<file path="config.mk">
export PLATFORM = sky130hd
export DESIGN_NAME = mulUnit
export DESIGN_NICKNAME = d
export VERILOG_FILES = /design/src/logic/mulReqPkg.sv /design/src/logic/mulRspPkg.sv /design/src/logic/creditFifo.sv /design/src/logic/mulOperandSel.sv /design/src/logic/mulIterCore.sv /design/src/logic/mulUnit.sv
export VERILOG_INCLUDE_DIRS = /design/src /design/src/include
export SDC_FILE = /design/constraint.sdc
export NUM_CORES = 2
export LEC_CHECK = 0
export ABC_AREA = 1
export ABC_CLOCK_PERIOD_IN_PS = 22100
export BUFFER_PORTS_ARGS = -buffer_cell sky130_fd_sc_hd__buf_2
export CORE_UTILIZATION = 35
export CTS_BUF_LIST = sky130_fd_sc_hd__clkbuf_8
export CTS_CLUSTER_DIAMETER = 200
export CTS_CLUSTER_SIZE = 20
export DETAILED_ROUTE_END_ITERATION = 6
export SETUP_SLACK_MARGIN = 0.05
export SYNTH_ARGS = -nofsm -noshare
export SYNTH_HDL_FRONTEND = slang
export SYNTH_SLANG_ARGS = --single-unit
</file>
<file path="constraint.sdc">
create_clock -name clk -period 22.1 [get_ports clk]
set_clock_uncertainty 0.15 [all_clocks]
set_input_delay 4.42 -clock clk [delete_from_list [all_inputs] [get_ports clk]]
set_output_delay 4.42 -clock clk [all_outputs]
set_load 0.05 [all_outputs]
</file>
<file path="src/include/mul_cfg.svh">
// configuration macros for the iterative multiply unit
// include this wherever widths, depths or credit counts are needed

`ifndef MUL_CFG_SVH
`define MUL_CFG_SVH

// operand width of the processor datapath
`define MUL_DATA_W 64

// bits of operand a consumed by the core on each step
`define MUL_DIGIT_W 16

// number of core steps for one multiply
`define MUL_STEPS (`MUL_DATA_W / `MUL_DIGIT_W)

// request queue depth, equal to the issuer's starting credit count
`define MUL_REQ_DEPTH 4

// result queue depth inside the unit
`define MUL_RSP_DEPTH 2

// writeback buffer size, which sets the unit's starting response credits
`define MUL_WB_CREDITS 3

// width of every credit counter
`define MUL_CRD_W 3

`endif

</file>
<file path="src/logic/mulReqPkg.sv">
// request side types of the multiply unit
// used by the issue interface, operand selection and the core input

`default_nettype none

`include "mul_cfg.svh"

package mulReqPkg;

	// tag that follows a request through to its result
	typedef logic [3:0] mulTag_t;

	// one operand word
	typedef logic [`MUL_DATA_W-1:0] mulWord_t;

	// operation flags sent with each request
	typedef struct packed {
		logic isSigned;
		logic useImm;
	} mulOp_t;

	// request as it leaves the issue stage
	typedef struct packed {
		mulTag_t  tag;
		mulOp_t   op;
		mulWord_t a;
		mulWord_t b;
		mulWord_t imm;
	} mulReq_t;

	// magnitudes and result sign handed to the core on ld
	typedef struct packed {
		mulWord_t magA;
		mulWord_t magB;
		logic     neg;
		mulTag_t  tag;
	} mulOperands_t;

endpackage

`default_nettype wire

</file>
<file path="src/logic/mulRspPkg.sv">
// response side types of the multiply unit
// used by the core output, the result queue and the writeback interface

`default_nettype none

`include "mul_cfg.svh"

package mulRspPkg;

	// full width product, twice the operand width
	typedef logic [2*`MUL_DATA_W-1:0] mulProduct_t;

	// result returned to writeback
	// the tag type comes from the request side so both ends agree on it
	typedef struct packed {
		mulReqPkg::mulTag_t tag;
		mulProduct_t        product;
	} mulRsp_t;

endpackage

`default_nettype wire

</file>
<file path="src/logic/creditFifo.sv">
// synchronous FIFO with a type parameterized payload
// pulses credit for one cycle after every pop so the sender can count slots

`timescale 1ns/100ps
`default_nettype none

module creditFifo #(
	parameter type T = logic,
	parameter int DEPTH = 4
) (
	input  logic clk,
	input  logic rst,
	input  logic push,
	input  T     pushData,
	input  logic pop,
	output T     popData,
	output logic empty,
	output logic full,
	output logic credit
);

	// a one entry queue still needs a one bit pointer
	localparam int PTR_W = (DEPTH > 1) ? $clog2(DEPTH) : 1;
	localparam int CNT_W = $clog2(DEPTH + 1);

	// ==================================================
	// storage and pointers
	// ==================================================

	T mem [DEPTH];

	logic [PTR_W-1:0] wrPtr;
	logic [PTR_W-1:0] rdPtr;
	logic [CNT_W-1:0] count;

	// the head entry is read straight out of the array
	assign popData = mem[rdPtr];
	assign empty   = (count == '0);
	assign full    = (count == CNT_W'(DEPTH));

	always_ff @(posedge clk) begin
		if (push) begin
			mem[wrPtr] <= pushData;
		end
	end

	// ==================================================
	// pointer, occupancy and credit bookkeeping
	// ==================================================

	always_ff @(posedge clk) begin
		if (rst) begin
			wrPtr  <= '0;
			rdPtr  <= '0;
			count  <= '0;
			credit <= 1'b0;
		end else begin
			// pointers wrap explicitly so DEPTH need not be a power of two
			if (push) begin
				wrPtr <= (wrPtr == PTR_W'(DEPTH - 1)) ? '0 : wrPtr + 1'b1;
			end
			if (pop) begin
				rdPtr <= (rdPtr == PTR_W'(DEPTH - 1)) ? '0 : rdPtr + 1'b1;
			end

			// a push and a pop together leave the occupancy unchanged
			case ({push, pop})
				2'b10:   count <= count + 1'b1;
				2'b01:   count <= count - 1'b1;
				default: count <= count;
			endcase

			// one slot freed per pop, reported on the following cycle
			credit <= pop;
		end
	end

endmodule

`default_nettype wire

</file>
<file path="src/logic/mulOperandSel.sv">
// operand selection ahead of the multiply core
// picks b or the immediate and turns signed operands into sign and magnitude

`timescale 1ns/100ps
`default_nettype none

`include "mul_cfg.svh"

module mulOperandSel
	import mulReqPkg::*;
(
	input  mulReq_t      req,
	output mulOperands_t operands
);

	// second operand before any sign handling
	mulWord_t opB;

	// sign bits of the two operands
	logic signA;
	logic signB;

	assign opB   = req.op.useImm ? req.imm : req.b;
	assign signA = req.a[`MUL_DATA_W-1];
	assign signB = opB[`MUL_DATA_W-1];

	always_comb begin
		operands.tag = req.tag;
		if (req.op.isSigned) begin
			// negating the most negative value gives the same bit pattern
			// which is exactly its magnitude when read as unsigned
			operands.magA = signA ? -req.a : req.a;
			operands.magB = signB ? -opB : opB;
			// product is negative when exactly one operand is
			operands.neg  = signA ^ signB;
		end else begin
			// unsigned operands go through untouched
			operands.magA = req.a;
			operands.magB = opB;
			operands.neg  = 1'b0;
		end
	end

endmodule

`default_nettype wire

</file>
<file path="src/logic/mulIterCore.sv">
// iterative multiplier that consumes one digit of the first magnitude per step
// ld captures the operands, done pulses for one cycle with the signed result

`timescale 1ns/100ps
`default_nettype none

`include "mul_cfg.svh"

module mulIterCore
	import mulReqPkg::*;
	import mulRspPkg::*;
(
	input  logic         clk,
	input  logic         rst,
	input  logic         ld,
	input  mulOperands_t operands,
	output logic         done,
	output mulRsp_t      result
);

	localparam int DATA_W  = `MUL_DATA_W;
	localparam int DIGIT_W = `MUL_DIGIT_W;
	localparam int CNT_W   = $clog2(`MUL_STEPS + 1);

	typedef enum logic [1:0] {
		IDLE,
		MULT,
		DONE
	} coreState_t;

	coreState_t state;

	// counts the remaining digit steps, zero means the finishing cycle
	logic [CNT_W-1:0] stepCnt;

	// working copies of the operands
	mulWord_t    magA;
	mulWord_t    magB;
	logic        neg;
	mulTag_t     tag;
	mulProduct_t prod;

	// one digit times the full second magnitude, plus the running upper half
	logic [DATA_W+DIGIT_W-1:0] partial;

	assign partial = magB * magA[DIGIT_W-1:0] + prod[2*DATA_W-1:DATA_W];

	assign done = (state == DONE);

	// ==================================================
	// control
	// ==================================================

	always_ff @(posedge clk) begin
		if (rst) begin
			state   <= IDLE;
			stepCnt <= '0;
		end else begin
			case (state)
				IDLE: begin
					if (ld) begin
						stepCnt <= CNT_W'(`MUL_STEPS);
						state   <= MULT;
					end
				end
				MULT: begin
					if (stepCnt != '0) begin
						stepCnt <= stepCnt - 1'b1;
					end else begin
						state <= DONE;
					end
				end
				// done lasts a single cycle, the next ld can follow at once
				default: state <= IDLE;
			endcase
		end
	end

	// ==================================================
	// datapath
	// ==================================================

	always_ff @(posedge clk) begin
		if (state == IDLE && ld) begin
			magA <= operands.magA;
			magB <= operands.magB;
			neg  <= operands.neg;
			tag  <= operands.tag;
			prod <= '0;
		end else if (state == MULT) begin
			if (stepCnt != '0) begin
				// retire the low digit of a and shift the product down by one digit
				magA <= {{DIGIT_W{1'b0}}, magA[DATA_W-1:DIGIT_W]};
				prod <= {partial, prod[DATA_W-1:DIGIT_W]};
			end else begin
				// finishing cycle restores the sign and registers the result
				result.product <= neg ? -prod : prod;
				result.tag     <= tag;
			end
		end
	end

endmodule

`default_nettype wire

</file>
<file path="src/logic/mulUnit.sv">
// top level of the multiply unit
// requests are queued, multiplied one at a time and returned under credit control

`timescale 1ns/100ps
`default_nettype none

`include "mul_cfg.svh"

module mulUnit
	import mulReqPkg::*;
	import mulRspPkg::*;
(
	input  logic    clk,
	input  logic    rst,
	input  logic    reqValid,
	input  mulReq_t reqData,
	output logic    reqCredit,
	output logic    rspValid,
	output mulRsp_t rspData,
	input  logic    rspCredit
);

	localparam int RESV_W = $clog2(`MUL_RSP_DEPTH + 1);

	// request queue head and state
	mulReq_t      reqHead;
	logic         reqEmpty;

	// core interface
	mulOperands_t operands;
	logic         ld;
	logic         coreDone;
	mulRsp_t      coreResult;
	logic         busy;

	// result queue state
	logic         rspEmpty;
	logic         rspFree;

	// result slots claimed by the core or still held in the result queue
	logic [RESV_W-1:0] resv;

	// credits left in the writeback buffer
	logic [`MUL_CRD_W-1:0] rspCrd;

	// ==================================================
	// request path
	// ==================================================

	// the issuer never sends without a credit, so the queue cannot overflow
	creditFifo #(
		.T     (mulReq_t),
		.DEPTH (`MUL_REQ_DEPTH)
	) reqFifo_i (
		.clk      (clk),
		.rst      (rst),
		.push     (reqValid),
		.pushData (reqData),
		.pop      (ld),
		.popData  (reqHead),
		.empty    (reqEmpty),
		.full     (),
		.credit   (reqCredit)
	);

	mulOperandSel opSel_i (
		.req      (reqHead),
		.operands (operands)
	);

	// start only when a result slot can be reserved for this operation
	assign ld = !reqEmpty && !busy && (resv < RESV_W'(`MUL_RSP_DEPTH));

	mulIterCore core_i (
		.clk      (clk),
		.rst      (rst),
		.ld       (ld),
		.operands (operands),
		.done     (coreDone),
		.result   (coreResult)
	);

	// ==================================================
	// response path
	// ==================================================

	creditFifo #(
		.T     (mulRsp_t),
		.DEPTH (`MUL_RSP_DEPTH)
	) rspFifo_i (
		.clk      (clk),
		.rst      (rst),
		.push     (coreDone),
		.pushData (coreResult),
		.pop      (rspValid),
		.popData  (rspData),
		.empty    (rspEmpty),
		.full     (),
		.credit   (rspFree)
	);

	// a result leaves only while writeback has room for it
	assign rspValid = !rspEmpty && (rspCrd != '0);

	always_ff @(posedge clk) begin
		if (rst) begin
			busy   <= 1'b0;
			resv   <= '0;
			rspCrd <= `MUL_CRD_W'(`MUL_WB_CREDITS);
		end else begin
			// the core is busy from ld until its done pulse
			if (ld) begin
				busy <= 1'b1;
			end else if (coreDone) begin
				busy <= 1'b0;
			end

			// slot is claimed on ld and released by the queue's pop credit
			case ({ld, rspFree})
				2'b10:   resv <= resv + 1'b1;
				2'b01:   resv <= resv - 1'b1;
				default: resv <= resv;
			endcase

			// sending and a returned credit in one cycle cancel out
			case ({rspValid, rspCredit})
				2'b10:   rspCrd <= rspCrd - 1'b1;
				2'b01:   rspCrd <= rspCrd + 1'b1;
				default: rspCrd <= rspCrd;
			endcase
		end
	end

endmodule

`default_nettype wire

</file>
# Word level (Yosys, flattened, before mapping)
# Memories as Yosys holds them, arrays and structs flattened. A register that Yosys moved wholly into a read port is not among the register bits.
# Cells that the tools add are included.
# word_totals
ff_bits	417
mem_count	2
ramBits	1056
output_inout_bits	134
# classes
muxes	32
multipliers	1
reduce_logical	25
magnitude_cmp	1
bitwise_logic	3
n_addsub	17
eq_ne	15
# memory_table
memory	words	word_bits	read_ports	rd_ports_with_merged_regs	write_ports	line	source
reqFifo_i.mem	4	198	1	1	1	creditFifo.sv:30	T mem [DEPTH];
rspFifo_i.mem	2	132	1	1	1	creditFifo.sv:30	
# op_table
op	n
$mux W64	6
$mux W129	1
$mux W128	1
$neg A128 Y128	1
$neg A64 Y64	2
$add A80 B64 Y80	1
$mul A64 B16 Y80	1
$pmux W3 S2	3
$reduce_bool A2 Y1	8
$eq A2 B2 Y1 const B	7
$mux W2	6
$pmux W2 S2	3
$eq A2 B1 Y1 const B	5
$mux W1	10
$sub A3 B1 Y3 const B	3
$add A2 B1 Y2 const B	4
$add A3 B1 Y3 const B	2
$mux W3	2
$reduce_and A2 Y1	3
$reduce_and A3 Y1	2
$reduce_bool A3 Y1	2
$logic_and A1 B1 Y1	4
$logic_not A2 Y1	2
$ne A2 B2 Y1 const B	2
8 further kinds	13

# Depth between registers and ports, before layout
# logic_depth
ltp_word	7
ltp_mapped	33
ltp_nobuf	31

# Hierarchy
# From an unflattened synthesis, not the netlist that was laid out.
# hier_totals
hier_cells	10759
area_unflattened_um2	100342.5
# modules_own_cells
mod	cells_each	seq_area_each_um2	n_inst	area_per_inst_um2
mulIterCore	7061	10620.2	1	54197.0
creditFifo at reqFifo_i	1976	23983.0	1	29832.4
creditFifo at rspFifo_i	447	8047.7	1	10108.4
mulOperandSel	1229	0.0	1	5878.1
mulUnit	46	120.1	1	326.6

# Worst setup path after synthesis
# No wires, ideal clock.
# synth_path
path_type	input -> register
start	input reqValid
end	memory reqFifo_i.mem[3][0] (netlist bit) (enable)
arrival_ps	8260
n_path_buf	0
path_stages	2
path_slack_ps	13140
setup_time_ps	550
required_ps	21400
path_cell_list	nand2_1 -> inv_1
# synth_via
elab_chain_len	2
# synth_rtl
item	line	source
from (decl)	mulUnit.sv:15	input logic reqValid,
$mux W1	creditFifo.sv:42	if (push) begin
$mux W1 (implied by the code)	creditFifo.sv:43	mem[wrPtr] <= pushData;
to (decl)	creditFifo.sv:30	
# Every way passes these cells.

==> results by group <==
STA
  – Unrepaired setup endpoints after global routing: no
  – F_max: about 120 MHz
  – Finish-stage setup viols: 0
  – Min cycle time layout: 8.137 ns
  – Final hold viol count: 0
  – Final setup TNS: 0 ns
  – Fin. max-slew vios: 0
  – Tcrit/Tclk final: between 30% and 40%
  – Worst Max-Slew Pin Slew: 1.172 ns
  – Slew HR: between 20% and 30%

Drt
  – Final Routed Wirelength: ~280 mm
  – Pre-antenna DRT Iters: 6
  – Antenna-violating nets left: 0
  – Wire per inst: just under 20 um
  – DRT iter0 DRCs: 6099
  – Vias per inst: between 4 and 5
  – DR vias: 70680
  – DRC viols: 0

GRT
  – GR Util met3: under 10%
  – Largest net degree at the start of global routing: about 190
  – M2 GR Usage: 30.06%
  – Initial antenna violation count: 73
  – GR Layer Usage met1: a little over a quarter
  – Aggregate global routing overflow: 0
  – Vias in the first global route: a little under 70000
  – Layer with the highest usage: met2
  – First-pass GRT wire length: approximately 430 mm
  – Global-route usage over all layers: 19.46%

Placed design
  – Final GP Congestion: ~1
  – HPWL after DPL: 203.6 mm
  – PortBufs: 335

Floorplan
  – Core ar.: between 200000 and 300000 um2
  – Initial Utilization: 35.22%
  – Die height: ~540 um
  – DIE AREA: around 290000 um2
  – Placement row count: between 150 and 200
  – Io pins: 336
  – Chip Width: between 500 and 600 um

Clocking
  – Hold-fix buffers, CTS: 0
  – CTS HTree Levels: 3
  – CTS tree: done
  – Root buffer cell: clkbuf_8
  – Clk_lat worst skew: approximately 0.95 ns
  – CTS Buffer Depth: 3
  – Post-CTS setup buffer count: 0
  – Post_cts resized: 0
  – Number of clock sinks: ~1500
  – Worst-path clk slew: approximately 0.16 ns
  – Total CTS buffers: 84

Setup path
  – Worst EP arrival: 3.57 ns
  – CP endpoint kind: output pin
  – RR Startpoint: core_i.magA[12]$_DFFE_PP_
  – Worst Setup EP: rspData[129]
  – Startpoint types: register
  – R2R cell count: 25
  – Reg-to-Reg End: core_i.prod[125]$_SDFFE_PP0P_
  – CP max FO: 82
  – WP data required: around 18 ns
  – Reg2Reg Setup Slack: roughly 14 ns
  – Crit Path Category: reg -> out

Status
  – Status: finished, final reports clean

Yosys
  – Yosys reg bits: approximately 1500
  – Unique masters post-synth: 60
  – Syn nets: between 10000 and 15000
  – Post-synth EDFFs: ~1300
  – Mapped Avg Cell Area: 9.267 um2
  – Sequential share of the synthesized area: between 40% and 50%
  – Dominant synthesized flop cell: edfxtp_1
  – Mapped cell area: between 90000 and 100000 um2
  – Asr flop ratio synth: 0%
  – Yosys warning count: 0
  – Synth Instances: 10740

Final layout
  – # nets final: between 10000 and 15000
  – Synthesis-to-layout area growth: 6.301%
  – Share of layout cells above drive strength 1: between 6 and 7%

Min path
  – Worst min path class: reg -> reg

Flow run
  – Max-cap viol count: 0
## synthesized netlist by cell type, types with 36 or more instances
| cell type | count | area, um2 |
|---|---|---|
| a21oi_1 | 229 | 1146 |
| buf_1 | 36 | 135.1 |
| buf_2 | 90 | 450.4 |
| clkbuf_1 | 302 | 1134 |
| dfxtp_1 | 155 | 3103 |
| edfxtp_1 | 1321 | 39670 |
| fa_1 | 932 | 18660 |
| ha_1 | 168 | 2102 |
| inv_1 | 2131 | 7999 |
| mux2_2 | 132 | 1486 |
| nand2_1 | 2605 | 9778 |
| nand3_1 | 345 | 1727 |
| nand4_1 | 114 | 713.2 |
| nor2_1 | 923 | 3465 |
| nor3_1 | 54 | 270.3 |
| nor4_1 | 37 | 231.5 |
| o21ai_0 | 439 | 2197 |
| o21ai_1 | 182 | 910.9 |
| xor2_1 | 185 | 1620 |
## worst max-delay path, cell delays in order (launching register included)
cell     delay, ns
dfxtp_4       0.81
buf_4         0.94
mux2_2        0.47
buf_2         0.23
## flip-flops by register name, summed over array words and instances (netlist names), 2 cells and up, named ones only
register / flops
reqFifo_i.mem: 792
rspFifo_i.mem: 264
core_i.result: 132
core_i.prod: 128
core_i.magA: 64
core_i.magB: 64
core_i.tag: 4
core_i.stepCnt: 3
reqFifo_i.count: 3
rspCrd: 3
core_i.state: 2
reqFifo_i.rdPtr: 2
reqFifo_i.wrPtr: 2
resv: 2
rspFifo_i.count: 2
## kinds of logic (layout without fill, tap and decap cells)
group	count (synthesis)	after routing	synth area share [%]
AND/OR/NAND/NOR	4158	4158	16.88
buffers and inverters	2648	2690	10.40
flip-flops	1476	1476	42.99
adder cells (fa/ha/maj)	1100	1100	20.87
AO/OA/AOI/OAI	1005	1005	5.463
XOR/XNOR	217	217	1.910
multiplexers	132	132	1.494
other	0	22	0
## placed cells by master, fill, tap and decap left out, drive strengths merged, types with 59 or more instances in the layout
cell type	synthesis	routed
a21oi	230	230
buf	181	405
clkbuf	302	85
dfxtp	155	155
edfxtp	1321	1321
fa	932	932
ha	168	168
inv	2159	2191
mux2	132	132
nand2	2614	2614
nand3	350	350
nand4	114	114
nor2	950	950
nor3	59	59
o21ai	629	629
xor2	185	185
## layer usage
| metal | vias up | wire length (um) |
|---|---|---|
| met4 | 90 | 7216 |
| li1 | 33230 | - |
| met1 | 34300 | 127100 |
| met3 | 494 | 24260 |
| met5 | - | 595 |
| met2 | 2561 | 121900 |
## how the worst min path moves through the flow
stage	from	endpoint	slack (ns)	cells after the start
global route	core_i.result[46]$_DFFE_PP_	rspFifo_i.mem[0][46]$_DFFE_PP_	0.27	0
detailed placement	core_i.result[51]$_DFFE_PP_	rspFifo_i.mem[1][51]$_DFFE_PP_	0.28	0
finish	core_i.result[46]$_DFFE_PP_	rspFifo_i.mem[0][46]$_DFFE_PP_	0.28	0
CTS	core_i.result[114]$_DFFE_PP_	rspFifo_i.mem[0][114]$_DFFE_PP_	0.27	0
floorplan	core_i.tag[0]$_DFFE_PP_	core_i.result[128]$_DFFE_PP_	0.25	0
global placement	core_i.prod[0]$_SDFFE_PP0P_	core_i.result[0]$_DFFE_PP_	0.27	0
## area by class of cell
type                       instances  area (um2)
fill                           28490      176800
clock inverter                    35       245.2
inverter                        2165        8174
tap                             3743        4683
sequential                      1476       42780
multi-input combinational       6612       46430
antenna                           22       55.05
timing repair buffer             405        2227
clock buffer                      85        1170
## per-stage QoR
stage	setup WS, ns	utilization, %	cell area, um2	cells	hold WS [ns]
finish	13.96	37.43	105800	14540	0.2754
global route	13.70	37.42	105700	14520	0.2745
CTS	13.80	37.42	105700	14520	0.2655
detailed placement	14.32	36.91	104300	14400	0.2790
global placement	14.43	36.91	104300	14400	0.2670
floorplan	13.14	-	99500	10740	0.2503
Power is not shown: default switching activity piles up to over one toggle a cycle in this logic, so the estimate is an artifact.
